[src/design/nbf_loader_cfg.svh]
// Loader configuration macros for buffer size, bus widths, credit limit and control opcodes
`ifndef NBF_LOADER_CFG_SVH
`define NBF_LOADER_CFG_SVH

// Packet buffer geometry
`define NBF_DEPTH 256
`define NBF_IDX_W 8

// Memory-mapped I/O bus widths
`define NBF_ADDR_W 32
`define NBF_DATA_W 64

// Outstanding command limit and counter width
`define NBF_MAX_CREDITS 4
`define NBF_CREDIT_W 3

// Control opcodes decoded from the whole opcode byte
`define NBF_OP_FENCE 8'hFE
`define NBF_OP_FINISH 8'hFF

`endif

[src/design/nbf_loader_pkg.sv]
// Loader types for packets, opcode views, transfer sizes and sequencer states
`include "nbf_loader_cfg.svh"

package nbf_loader_pkg;

  // Log2 coded transfer size in bytes
  typedef enum logic [1:0]
  {
    e_size_1 = 2'd0
    ,e_size_2 = 2'd1
    ,e_size_4 = 2'd2
    ,e_size_8 = 2'd3
  } nbf_size_e;

  // Opcode byte read either as a control code or as a memory opcode
  typedef union packed
  {
    logic [7:0] ctrl;
    struct packed
    {
      logic [4:0] rsvd;
      logic       rd;   // Set for uncached read
      nbf_size_e  size;
    } mem;
  } nbf_opcode_u;

  typedef struct packed
  {
    nbf_opcode_u             opcode;
    logic [`NBF_ADDR_W-1:0]  addr;
    logic [`NBF_DATA_W-1:0]  data;
  } nbf_packet_s;

  typedef enum logic [2:0]
  {
    e_idle
    ,e_send
    ,e_fence
    ,e_read
    ,e_done
  } nbf_state_e;

endpackage

[src/design/nbf_cmd_if.sv]
// Command and status bundle between the packet sequencer and the I/O port
`timescale 1ns/1ps

interface nbf_cmd_if;
  import nbf_loader_pkg::*;

  logic        cmd_v;          // Current packet is a store or read
  nbf_packet_s cmd_pkt;
  logic        cmd_yumi;       // Command taken on the bus this cycle
  logic        credits_empty;  // Nothing outstanding
  logic        read_done;      // Read response seen

  modport seq
  (
    output cmd_v
    ,output cmd_pkt
    ,input cmd_yumi
    ,input credits_empty
    ,input read_done
  );

  modport io
  (
    input cmd_v
    ,input cmd_pkt
    ,output cmd_yumi
    ,output credits_empty
    ,output read_done
  );

endinterface

[src/design/nbf_sequencer.sv]
// Packet sequencer that walks the program and sends, fences, waits on reads and finishes
`timescale 1ns/1ps
`include "nbf_loader_cfg.svh"

module nbf_sequencer
(
  input                               clk_i
  ,input                              reset_i
  ,input                              start_i
  ,input        nbf_loader_pkg::nbf_packet_s pkt_i
  ,output logic [`NBF_IDX_W-1:0]      idx_o
  ,output logic                       done_o
  ,nbf_cmd_if.seq                     cmd
);

  import nbf_loader_pkg::*;

  nbf_state_e             state_r;
  nbf_state_e             state_n;
  logic [`NBF_IDX_W-1:0]  idx_r;
  logic                   is_send;
  logic                   is_fence_pkt;
  logic                   is_finish_pkt;
  logic                   is_mem_pkt;
  logic                   advance;

  assign is_send       = (state_r == e_send);
  assign is_fence_pkt  = (pkt_i.opcode.ctrl == `NBF_OP_FENCE);
  assign is_finish_pkt = (pkt_i.opcode.ctrl == `NBF_OP_FINISH);
  assign is_mem_pkt    = ~is_fence_pkt & ~is_finish_pkt;

  // Command wants out only while sending a store or read
  assign cmd.cmd_v   = is_send & is_mem_pkt;
  assign cmd.cmd_pkt = pkt_i;

  assign advance = is_send & (is_fence_pkt | is_finish_pkt | (is_mem_pkt & cmd.cmd_yumi));

  always_comb
  begin
    state_n = state_r;
    unique case (state_r)
      e_idle:
      begin
        if (start_i)
        begin
          state_n = e_send;
        end
      end
      e_send:
      begin
        if (is_fence_pkt)
        begin
          state_n = e_fence;
        end
        else if (is_finish_pkt)
        begin
          state_n = e_done;
        end
        else if (cmd.cmd_yumi && pkt_i.opcode.mem.rd)
        begin
          state_n = e_read;  // Hold until the read comes back
        end
      end
      e_fence:
      begin
        if (cmd.credits_empty)
        begin
          state_n = e_send;
        end
      end
      e_read:
      begin
        if (cmd.read_done)
        begin
          state_n = e_send;
        end
      end
      e_done:  state_n = e_done;
      default: state_n = e_idle;
    endcase
  end

  always_ff @(posedge clk_i)
  begin
    if (reset_i)
    begin
      state_r <= e_idle;
      idx_r   <= '0;
    end
    else
    begin
      state_r <= state_n;
      if (advance)
      begin
        idx_r <= idx_r + 1'b1;
      end
    end
  end

  assign idx_o  = idx_r;
  assign done_o = (state_r == e_done);

endmodule

[src/flat_wrapper.sv]
// flat-port wrapper written by rule: the top's interface ports become plain ports
module nbf_sequencer_flat import nbf_loader_pkg::*;
  (clk_i, reset_i, start_i, pkt_i, idx_o, done_o, cmd_cmd_v, cmd_cmd_pkt, cmd_cmd_yumi, cmd_credits_empty, cmd_read_done);
  nbf_cmd_if cmd_i ();
  input clk_i;
  input reset_i;
  input start_i;
  input        nbf_loader_pkg::nbf_packet_s pkt_i;
  output logic [`NBF_IDX_W-1:0] idx_o;
  output logic done_o;
  output wire logic [$bits(cmd_i.cmd_v)-1:0] cmd_cmd_v;
  output wire logic [$bits(cmd_i.cmd_pkt)-1:0] cmd_cmd_pkt;
  input wire logic [$bits(cmd_i.cmd_yumi)-1:0] cmd_cmd_yumi;
  input wire logic [$bits(cmd_i.credits_empty)-1:0] cmd_credits_empty;
  input wire logic [$bits(cmd_i.read_done)-1:0] cmd_read_done;
  assign cmd_cmd_v = cmd_i.cmd_v;
  assign cmd_cmd_pkt = cmd_i.cmd_pkt;
  assign cmd_i.cmd_yumi = cmd_cmd_yumi;
  assign cmd_i.credits_empty = cmd_credits_empty;
  assign cmd_i.read_done = cmd_read_done;
  nbf_sequencer u_core (.clk_i(clk_i), .reset_i(reset_i), .start_i(start_i), .pkt_i(pkt_i), .idx_o(idx_o), .done_o(done_o), .cmd(cmd_i));
endmodule
[config.mk]
export PLATFORM = sky130hd
export DESIGN_NAME = nbf_sequencer_flat
export DESIGN_NICKNAME = d
export VERILOG_FILES = /design/src/design/nbf_loader_pkg.sv /design/src/design/nbf_cmd_if.sv /design/src/design/nbf_sequencer.sv /design/src/flat_wrapper.sv
export VERILOG_INCLUDE_DIRS = /design/src /design/src/design
export SDC_FILE = /design/constraint.sdc
export NUM_CORES = 1
export LEC_CHECK = 0
export ABC_AREA = 0
export ABC_CLOCK_PERIOD_IN_PS = 1900
export BUFFER_PORTS_ARGS = -buffer_cell sky130_fd_sc_hd__buf_2
export CAP_MARGIN = 20
export CELL_PAD_IN_SITES_DETAIL_PLACEMENT = 1
export CELL_PAD_IN_SITES_GLOBAL_PLACEMENT = 1
export CORE_ASPECT_RATIO = 0.7
export CORE_UTILIZATION = 16
export DETAILED_ROUTE_END_ITERATION = 12
export GPL_ROUTABILITY_DRIVEN = 0
export PLACE_DENSITY = 0.84
export SYNTH_ARGS = -nofsm -noshare
export SYNTH_HDL_FRONTEND = slang
export SYNTH_SLANG_ARGS = --single-unit
[constraint.sdc]
create_clock -name clk_i -period 1.9 [get_ports clk_i]
set_clock_uncertainty 0.2 [all_clocks]
set_input_delay 0.19 -clock clk_i [delete_from_list [all_inputs] [get_ports clk_i]]
set_output_delay 0.19 -clock clk_i [all_outputs]
set_load 0.05 [all_outputs]
Word level (Yosys, flattened, before mapping)
Index checks and enable logic that the tools add are counted.
{"block": "op_classes", "n_mux": 7, "n_reduce_logical": 3, "n_addsub": 1, "eq_ne": 10, "n_bitwise": 8}
{"operator": "$mux W3", "count": 6}
{"operator": "$eq A8 B8 Y1 const B", "count": 2}
{"operator": "$pmux W3 S5", "count": 1}
{"operator": "$add A8 B1 Y8 const B", "count": 1}
{"operator": "$eq A3 B2 Y1 const B", "count": 2}
{"operator": "$ne A2 B2 Y1 const B", "count": 3}
{"operator": "$and A1 B1 Y1", "count": 4}
{"operator": "$ne A4 B4 Y1 const B", "count": 1}
{"operator": "$reduce_and A4 Y1", "count": 1}
{"operator": "$eq A3 B1 Y1 const B", "count": 1}
{"operator": "$eq A3 B3 Y1 const B", "count": 1}
{"operator": "$logic_not A3 Y1", "count": 1}
{"operator": "$not A1 Y1", "count": 2}
{"operator": "$or A1 B1 Y1", "count": 2}
{"operator": "$logic_and A1 B1 Y1", "count": 1}
{"block": "totals", "input_bits": 110, "ff_bits": 11, "output_inout_bits": 114, "wordCells": 31}

Logic depth before layout (Yosys ltp)
Gate-level depths: netlist (run 1).
{"block": "logic_depth", "word_depth": 6, "ltp_mapped": 5}

Worst setup path before layout (run 1)
OpenSTA, ideal clock, no wires.
{"block": "synth_path", "path_kind": "register -> register", "start": "reg u_core.state_r[2]", "end": "reg u_core.state_r[2]", "path_buffers": 0, "t_required_ps": 1630, "stages_incl_launch_ff": 4, "slack_ps": -152, "setup_ps": 70, "period_less_slack_ps": 2052, "arrival_ps": 1781, "cell_sequence": "dfxtp_1 > nor3b_1 > a31oi_1 > nor2_1"}
{"element": "start, declared", "line": "nbf_sequencer.sv:18", "rtl": "nbf_state_e state_r;"}
{"element": "start signal, assigned", "line": "nbf_sequencer.sv:87", "rtl": "state_r <= e_idle;"}
{"element": "start signal, assigned", "line": "nbf_sequencer.sv:92", "rtl": "state_r <= state_n;"}
{"element": "$eq A3 B3 Y1"}
{"element": "named net done_o", "line": "flat_wrapper.sv:10", "rtl": "output logic done_o;"}
{"element": "$pmux W3 S5", "line": "nbf_sequencer.sv:41", "rtl": "unique case (state_r)"}
The timed path passes the listed nets, and every way through them passes these cells.
A chain may end at the register's enable or synchronous reset.

Worst setup path in the final report (run 1)
{"block": "layout_path", "start": "reg u_core.state_r[1]", "end": "out cmd_cmd_v"}
{"block": "layout_between", "elab_chain_cells": 2}
{"element": "$eq A3 B1 Y1", "line": "nbf_sequencer.sv:27", "rtl": "assign is_send = (state_r == e_send);"}
{"element": "$and A1 B1 Y1", "line": "nbf_sequencer.sv:33", "rtl": "assign cmd.cmd_v = is_send & is_mem_pkt;"}
{"element": "end, declared", "line": "flat_wrapper.sv:11", "rtl": "output wire logic [$bits(cmd_i.cmd_v)-1:0] cmd_cmd_v;"}
No other way between the ends.

==> reports/qor.csv, run 1 <==
stage;metric;value;unit
synthesis;Synthesis Warnings;0;
power;Flop pwr share;32.4;%
sta;Max transition margin;76.1;%
sta;Pins Over Slew Limit;0;
layout;design area;968;um^2
worst_setup_path;Reg2Reg Depth;4;
detailed_routing;Routed WL;3080;um
floorplanning;Die Y;79.2;um
synthesis;count of cell types in the netlist;30;
synthesis;most common cell in the synthesized netlist;buf_4;
place;Placement Setup Slack;0.0962;ns
power;VDD IR max;129;uV
clock_tree;clock sinks;11;
power;internal power;570;uW
floorplanning;Row Count;27;
synthesis;Post-synth top flop;dfxtp_1;
synthesis;synthesized area;1360;um^2
detailed_routing;Via Count;786;
detailed_routing;initial DRC count;20;
synthesis;EDFF count, synth;0;
worst_setup_path;RR Startpoint;u_core.state_r[1];
clock_tree;clock tree buffer depth;2;
run;# Max-Cap Violations;0;
run_status;failing checks;DRC;
hold_path;worst hold path endpoint;u_core.state_r[2];
global_routing;vias in the first global route;833;
global_routing;Overall Global Routing Usage;6.99;%
place;PortBufs;31;
layout;final net count;212;
layout;share of cells above drive strength 1;47.0;%
synthesis;Synth top cells by count;buf_4 (104), dfxtp_1 (11), a21oi_1 (7);
layout;Layout area overhead;-28.9;%
power;switching share of power;27.8;%
hold_path;Hold Crit Depth;3;
clock_tree;Clk pin slew, worst setup/hold paths;0.04;ns
detailed_routing;DRT Pass-1 Iters;8;
place;placed instance area;866;um^2
clock_tree;Inserted Clock Buffers;3;
synthesis;Mapped Avg Cell Area;7.97;um^2
run_status;status;finished with violations;
power;Sw Pwr;220;uW
global_routing;first-pass GRT wire length;4570;um
floorplanning;Core Area;8040;um^2
sta;fmax;567;MHz
worst_setup_path;CP startpoint kind;flip-flop;
synthesis;Mapped Cells;171;
worst_setup_path;FF-to-FF setup slack;0.15;ns
place;placed cell count;197;
layout;fillers;964;
clock_tree;hold buffer count at CTS;0;
layout;n_diodes;0;
worst_setup_path;crit end category;output port;
synthesis;Mapped Nets;282;
power;clock power share;49.2;%
global_routing;initial antenna violation count;0;
power;Static Leakage;0.000370;uW
worst_setup_path;crit path DAT;1.37;ns
hold_path;Hold Crit Start;pkt_i[96];
sta;final number of setup-violating endpoints;0;
detailed_routing;Remaining DRCs;3;
sta;worst-margin pin slew;0.350;ns
sta;final setup margin;0.135;ns
clock_tree;# H-tree levels;1;
sta;RSZ-0062 raised after global routing;false;
clock_tree;CTS root buf;clkbuf_16;
worst_setup_path;worst path required time;1.51;ns
detailed_routing;DR vias/cell;3.91;
global_routing;largest net degree at the start of global routing;17;
synthesis;top post-synthesis cells by area;buf_4 (57%), dfxtp_1 (16%), a21oi_1 (2.6%), o31ai_1 (2.2%), or4_1 (2.2%);
synthesis;sequential element share of the synthesized area;16.2;%
hold_path;Worst Hold Class;in -> reg;
worst_setup_path;RR Endpoint;u_core.idx_o[5];
floorplanning;die width;112;um
sta;final hold vios;0;
synthesis;Synth top area share;57.3;%
sta;final cycle utilization of the critical path;92.9;%
worst_setup_path;Worst Path Max Fanout;11;
detailed_routing;routed length per instance;15.3;um
synthesis;#FFs+latches synth;11;
floorplanning;Top Ports;224;
place;HPWL Detailed;2430;um
layout;Final Non-Filler Cells;201;
synthesis;largest area contributor in the netlist;buf_4;
floorplanning;die area;8900;um^2
power;power density over the cells;815;nW/um^2
sta;Sum Neg Setup Slack;0;ns
power;power share of the combinational group;18.4;%
synthesis;Post-synth ARST share;0;%
clock_tree;CTS tree;built;
floorplanning;Starting Density;16.9;%
detailed_routing;post-route ant nets;0;
worst_setup_path;Setup CP Type;reg -> out;
clock_tree;Clk Latency, worst-skew pair;0.24;ns
global_routing;grt ovf;0;
sta;crit path time final;1.76;ns
[cells in the final DEF (no fill, tap or decap)]
| cell type | n |
|---|---|
| a2111oi_0 | 2 |
| a211oi_1 | 2 |
| a21o_1 | 1 |
| a21oi_1 | 7 |
| a31oi_1 | 1 |
| and3_1 | 1 |
| buf_2 | 30 |
| buf_4 | 2 |
| clkbuf_1 | 1 |
| clkbuf_16 | 3 |
| dfxtp_1 | 8 |
| dfxtp_2 | 3 |
| ha_1 | 1 |
| nand2_1 | 4 |
| nand2b_2 | 1 |
| nand3_1 | 3 |
| nand4_1 | 1 |
| nand4_4 | 1 |
| nor2_1 | 3 |
| nor2_2 | 1 |
| nor2b_1 | 1 |
| nor2b_2 | 1 |
| nor3b_1 | 1 |
| nor3b_2 | 1 |
| nor3b_4 | 1 |
| nor4_1 | 1 |
| o21a_1 | 1 |
| o21ai_0 | 3 |
| o21ba_2 | 2 |
| o21bai_1 | 1 |
| o31ai_1 | 4 |
| or3_1 | 2 |
| or3_2 | 1 |
| or4_1 | 4 |
[metal layers]
metal,up-vias,wire length [um],track usage (%)
li1,326,-,-
met1,372,1160,7.12
met2,84,1270,8.32
met3,4,594,6.87
met4,0,58,5.47
met5,-,0,0
[registers in the layout, summed over array words and instances (netlist names)]
register,cells
u_core.state_r,3
u_core.idx_o,8
[power groups by stage]
stage	logic, uW	registers [uW]	clock network [uW]
after floorplan	643	262	0
after global routing	157	257	414
after global placement	136	255	0
after detailed placement	138	257	0
after CTS	144	253	395
final	145	256	388
[repair_timing]
item                                    CTS  global route
gates resized for setup                   3             3
cloned                                    0             0
endpoints found under the setup margin    1             3
buffers inserted                          0             0
[per-stage QoR]
| step | utilization (%) | power [uW] | hold WS (ns) |
|---|---|---|---|
| 2_1_floorplan | - | 905 | 0.0815 |
| 5_1_grt | 12.0 | 828 | 0.0802 |
| 4_1_cts | 11.8 | 792 | 0.0551 |
| 3_3_place_gp | 10.8 | 391 | 0.180 |
| 3_5_place_dp | 10.8 | 396 | 0.180 |
| 6_report | 12.0 | 789 | 0.0530 |
[worst max-delay path by stage]
stage	startpoint	to	slack, ns	cells past startpoint
global route	u_core.state_r[1]	u_core.state_r[1]	0.009	4
finish	u_core.state_r[1]	cmd_cmd_v	0.14	4
floorplan	u_core.state_r[0]	cmd_cmd_v	0.09	4
global placement	u_core.state_r[0]	u_core.idx_o[6]	0.18	4
detailed placement	u_core.state_r[0]	u_core.idx_o[4]	0.1	4
CTS	u_core.state_r[0]	cmd_cmd_v	0.08	4
[layout make-up]
type / count / area, um^2 / area share (%)
clock buffers: 4 / 78.8 / 8.14
multi-input cells: 53 / 374 / 38.6
repair buffers: 32 / 165 / 17.1
flip-flops and latches: 11 / 224 / 23.1
well taps: 101 / 126 / 13.0
[critical path, cell delays in order (launching register included)]
cell and delay, ns:
dfxtp_1 0.40, nor2b_2 0.18, nand2b_2 0.17, nor2_2 0.17, buf_4 0.21
[kinds of logic (layout without fill, tap and decap cells)]
family / Yosys count / after routing / share of synthesized area [%]
buf+inv: 107 / 36 / 58.2
fa+ha+maj: 1 / 1 / 0.918
simple gates: 28 / 28 / 12.9
compound gates: 24 / 24 / 11.8
flops: 11 / 11 / 16.2
Power figures use the tool's default switching activity.
==> inputs of run 2 (changes only) <==
CTS_CLUSTER_SIZE = 16   (was unset)
HOLD_SLACK_MARGIN = 0.06   (was unset)
==> reports/qor.csv, run 2 (synthesis gave the netlist of run 1 again) <==
stage;metric;value;unit
global_routing;largest net degree at the start of global routing;17;
floorplanning;Die Y;79.2;um
place;PortBufs;31;
power;Static Leakage;0.000374;uW
worst_setup_path;CP startpoint kind;flip-flop;
layout;Layout area overhead;-28.2;%
floorplanning;die width;112;um
place;Placement Setup Slack;0.0962;ns
floorplanning;die area;8900;um^2
layout;max reg flops;8;
detailed_routing;Via Count;792;
layout;most frequent cells in the layout;buf_2 (30), dfxtp_1 (8), a21oi_1 (7);
clock_tree;clock tree buffer depth;2;
place;placed cell count;197;
sta;RSZ-0062 raised after global routing;false;
worst_setup_path;crit-path cells;nor2b_2 > nand2b_2 > nor2_2 > buf_4;
sta;final hold vios;0;
global_routing;routing usage on met2;8.39;%
clock_tree;CTS tree;built;
clock_tree;clock sinks;11;
detailed_routing;Routed WL;3090;um
sta;Sum Neg Setup Slack;0;ns
power;power density over the cells;808;nW/um^2
worst_setup_path;Worst Path Max Fanout;11;
layout;final net count;213;
sta;final cycle utilization of the critical path;92.9;%
global_routing;Overall Global Routing Usage;7.00;%
run_status;failing checks;DRC;
hold_path;Worst Hold Class;in -> reg;
worst_setup_path;Slowest Stage Delay on Critical Path;0.40;ns
worst_setup_path;CP startpoint;u_core.state_r[1];
power;VDD IR max;129;uV
worst_setup_path;worst path required time;1.51;ns
global_routing;met3 usage;6.87;%
sta;fmax;567;MHz
sta;worst-margin pin slew;0.350;ns
detailed_routing;routed length per instance;15.3;um
layout;most common cell after layout, fill and taps aside;buf_2;
layout;Final Non-Filler Cells;202;
global_routing;initial antenna violation count;0;
place;placed instance area;866;um^2
layout;share of cells above drive strength 1;46.5;%
worst_setup_path;crit end category;output port;
clock_tree;Inserted Clock Buffers;3;
detailed_routing;DR vias/cell;3.92;
sta;final number of setup-violating endpoints;0;
place;HPWL Detailed;2430;um
sta;crit path time final;1.76;ns
sta;Max transition margin;76.1;%
global_routing;grt ovf;0;
detailed_routing;Remaining DRCs;3;
clock_tree;Clk pin slew, worst setup/hold paths;0.04;ns
clock_tree;Post-CTS Repair Setup Buffers;0;
sta;Pins Over Slew Limit;0;
detailed_routing;initial DRC count;26;
layout;n_diodes;0;
power;Tot Pwr;791;uW
floorplanning;Row Count;27;
global_routing;first-pass GRT wire length;4580;um
floorplanning;Top Ports;224;
clock_tree;CTS root buf;clkbuf_16;
run_status;status;finished with violations;
run;# Max-Cap Violations;0;
hold_path;Hold Crit Start;reset_i;
worst_setup_path;Setup CP Type;reg -> out;
floorplanning;Starting Density;16.9;%
floorplanning;Core Area;8040;um^2
global_routing;vias in the first global route;839;
worst_setup_path;crit path DAT;1.37;ns
layout;design area;978;um^2
detailed_routing;post-route ant nets;0;
clock_tree;Clk Latency, worst-skew pair;0.24;ns
global_routing;global route hottest layer;met2;
worst_setup_path;Critical Path Slowest Stage Cell;dfxtp_1;
sta;final setup margin;0.135;ns
worst_setup_path;RR Startpoint;u_core.state_r[1];
clock_tree;# H-tree levels;1;
global_routing;GR Util met1;7.12;%
detailed_routing;DRT Pass-1 Iters;8;
==> run 2: cell types whose count changed in the layout (fill, tap and decap cells not counted), sizes merged <==
cell,before,now
dlygate4sd3,0,1
==> run 2: final timing paths <==
check        cells past startpoint  slack (ns)                 to
min reg2reg                      2        0.28    u_core.idx_o[7]
min                              2        0.07  u_core.state_r[2]
max                              4        0.14          cmd_cmd_v
max reg2reg                      4        0.15    u_core.idx_o[5]
==> run 2: power breakdown <==
group / switching (uW) / total, uW / internal, uW
logic: 98.1 / 147 / 48.8
clock network: 106 / 388 / 282
registers: 15.6 / 256 / 240
==> run 2: per-stage QoR <==
step           hold WS, ns  util, %
3_5_place_dp         0.180     10.8
4_1_cts             0.0741     12.0
6_report            0.0677     12.2
3_3_place_gp         0.180     10.8
2_1_floorplan       0.0815        -
5_1_grt              0.105     12.2
==> run 2: area by class of cell <==
class                      instances  area, um^2
multi-input combinational         53         374
fill                             964        7060
timing repair buffer              33         175
clock buffer                       4        78.8
sequential                        11         224
tap                              101         126
==> run 2: critical path: cells and delay by family (launching register included) <==
family | cells | cell delay (ns)
buf+inv | 1 | 0.21
flops | 1 | 0.40
simple gates | 3 | 0.52
==> run 2: metal layers <==
layer / up-vias / part of all wire [%]
li1: 328 / -
met1: 376 / 37
met2: 84 / 41
met4: 0 / 1.9
met5: - / 0
met3: 4 / 19
==> run 2: what timing repair did <==
action,in CTS,in global routing
pin swaps,0,0
resized for setup,3,3
endpoints found under the hold margin,1,0
setup endpoints to repair,1,3
hold buffers,1,0
==> inputs of run 3 (changes only) <==
ABC_CLOCK_PERIOD_IN_PS = unset   (was 1900)
CORE_UTILIZATION = 18   (was 16)
PLACE_DENSITY = 0.92   (was 0.84)
clock period = 2.1 ns   (was 1.9 ns; I/O delays follow)
==> reports/qor.csv, run 3 (synthesis gave the netlist of run 1 again) <==
stage;metric;value;unit
clock_tree;Clk Latency, worst-skew pair;0.24;ns
sta;final setup margin;0.184;ns
sta;Max transition margin;74.4;%
worst_setup_path;RR Endpoint;u_core.idx_o[7];
sta;final number of setup-violating endpoints;0;
worst_setup_path;worst setup path endpoint;cmd_cmd_v;
place;Placement Setup Slack;0.237;ns
floorplanning;Die Y;74.8;um
hold_path;Hold Crit Depth;3;
detailed_routing;initial DRC count;49;
layout;max reg flops;8;
worst_setup_path;crit path DAT;1.51;ns
global_routing;largest net degree at the start of global routing;17;
global_routing;initial antenna violation count;0;
sta;worst-margin pin slew;0.375;ns
layout;most common cell after layout, fill and taps aside;buf_2;
layout;n_diodes;0;
hold_path;Worst Hold Class;in -> reg;
worst_setup_path;Reg2Reg Depth;4;
floorplanning;Starting Density;18.6;%
worst_setup_path;Worst Path Max Fanout;11;
layout;fillers;882;
global_routing;grt ovf;0;
global_routing;vias in the first global route;841;
sta;Pins Over Slew Limit;0;
clock_tree;Inserted Clock Buffers;3;
global_routing;first-pass GRT wire length;4450;um
layout;Multi-input gate area;349;um^2
layout;Layout area overhead;-34.5;%
sta;fmax;522;MHz
sta;final cycle utilization of the critical path;91.2;%
power;VDD IR max;145;uV
clock_tree;# H-tree levels;1;
worst_setup_path;FF-to-FF setup slack;0.22;ns
floorplanning;die width;106;um
detailed_routing;routed length per instance;15.7;um
sta;final hold vios;0;
power;Static Leakage;0.000339;uW
worst_setup_path;CP startpoint;u_core.state_r[0];
place;PortBufs;31;
worst_setup_path;crit end category;output port;
sta;RSZ-0062 raised after global routing;false;
clock_tree;post-cts resize count;0;
worst_setup_path;worst path required time;1.69;ns
floorplanning;Row Count;26;
clock_tree;clock sinks;11;
floorplanning;Top Ports;224;
layout;FF/Latch Area;220;um^2
run;# Max-Cap Violations;0;
worst_setup_path;Setup CP Type;reg -> out;
detailed_routing;post-route ant nets;0;
clock_tree;hold buffer count at CTS;0;
sta;crit path time final;1.92;ns
clock_tree;CTS root buf;clkbuf_8;
detailed_routing;Remaining DRCs;0;
clock_tree;Post-CTS Repair Setup Buffers;0;
global_routing;Overall Global Routing Usage;7.80;%
layout;most frequent cells in the layout;buf_2 (31), dfxtp_1 (11), a21oi_1 (7);
clock_tree;Clk pin slew, worst setup/hold paths;0.05;ns
detailed_routing;Routed WL;3090;um
sta;Sum Neg Setup Slack;0;ns
worst_setup_path;RR Startpoint;u_core.state_r[0];
clock_tree;clock tree buffer depth;2;
floorplanning;Core Area;7320;um^2
floorplanning;die area;7930;um^2
power;power density over the cells;626;nW/um^2
detailed_routing;DR vias/cell;4.02;
detailed_routing;DRT Pass-1 Iters;4;
detailed_routing;Via Count;791;
run_status;status;complete, no violations;
clock_tree;CTS tree;built;
worst_setup_path;CP startpoint kind;flip-flop;
layout;share of cells above drive strength 1;40.4;%
layout;final net count;211;
place;HPWL Detailed;2460;um
[run 3: changes by cell type in the layout (fill, tap and decap cells not counted), moves of 2 or more]
| cell | previous run | this run |
|---|---|---|
| buf_4 | 2 | 0 |
| clkbuf_16 | 3 | 0 |
| clkbuf_8 | 0 | 3 |
| dfxtp_1 | 8 | 11 |
| dfxtp_2 | 3 | 0 |
[run 3: how the worst min path moves through the flow]
stage          slack (ns)                 to  startpoint
3_5_place_dp         0.22    cmd_cmd_pkt[10]   pkt_i[10]
2_1_floorplan        0.10  u_core.state_r[1]     reset_i
5_1_grt              0.11  u_core.state_r[2]   pkt_i[96]
3_3_place_gp         0.22    cmd_cmd_pkt[10]   pkt_i[10]
4_1_cts              0.08  u_core.state_r[2]   pkt_i[96]
6_report             0.08  u_core.state_r[2]   pkt_i[96]
[run 3: metrics by stage]
stage	instances	area [um^2]	util [%]	total power [uW]	hold slack, ns
6_report	197	892	12.2	558	0.0815
5_1_grt	197	892	12.2	593	0.114
4_1_cts	197	892	12.2	566	0.0834
3_5_place_dp	193	847	11.6	352	0.220
3_3_place_gp	193	847	11.6	347	0.220
2_1_floorplan	171	1360	-	817	0.102
[run 3: metal layers]
metal	track usage (%)	vias up	wire, um
li1	-	322	-
met1	6.98	388	1160
met2	9.30	79	1140
met3	11.5	2	783
met4	1.70	0	8
met5	2.98	-	0
[run 3: report_power, final]
part	switching [uW]	internal, uW	total, uW	leakage, uW
Combinational	85.3	35.1	120	0.000227
Clock	78.0	133	211	0.0000228
Sequential	10.9	216	227	0.0000892
Total	174	384	558	0.000339
[run 3: layout make-up]
class,count,area share [%]
Clock buffer,4,5.05
Multi-Input combinational cell,53,39.1
Sequential cell,11,24.7
Tap cell,98,13.7
Timing Repair Buffer,31,17.4
[run 3: worst max-delay path: stages (launching register included)]
cell      delay, ns
dfxtp_1        0.40
nor2b_2        0.20
nand2b_1       0.24
nor2_1         0.16
buf_2          0.27
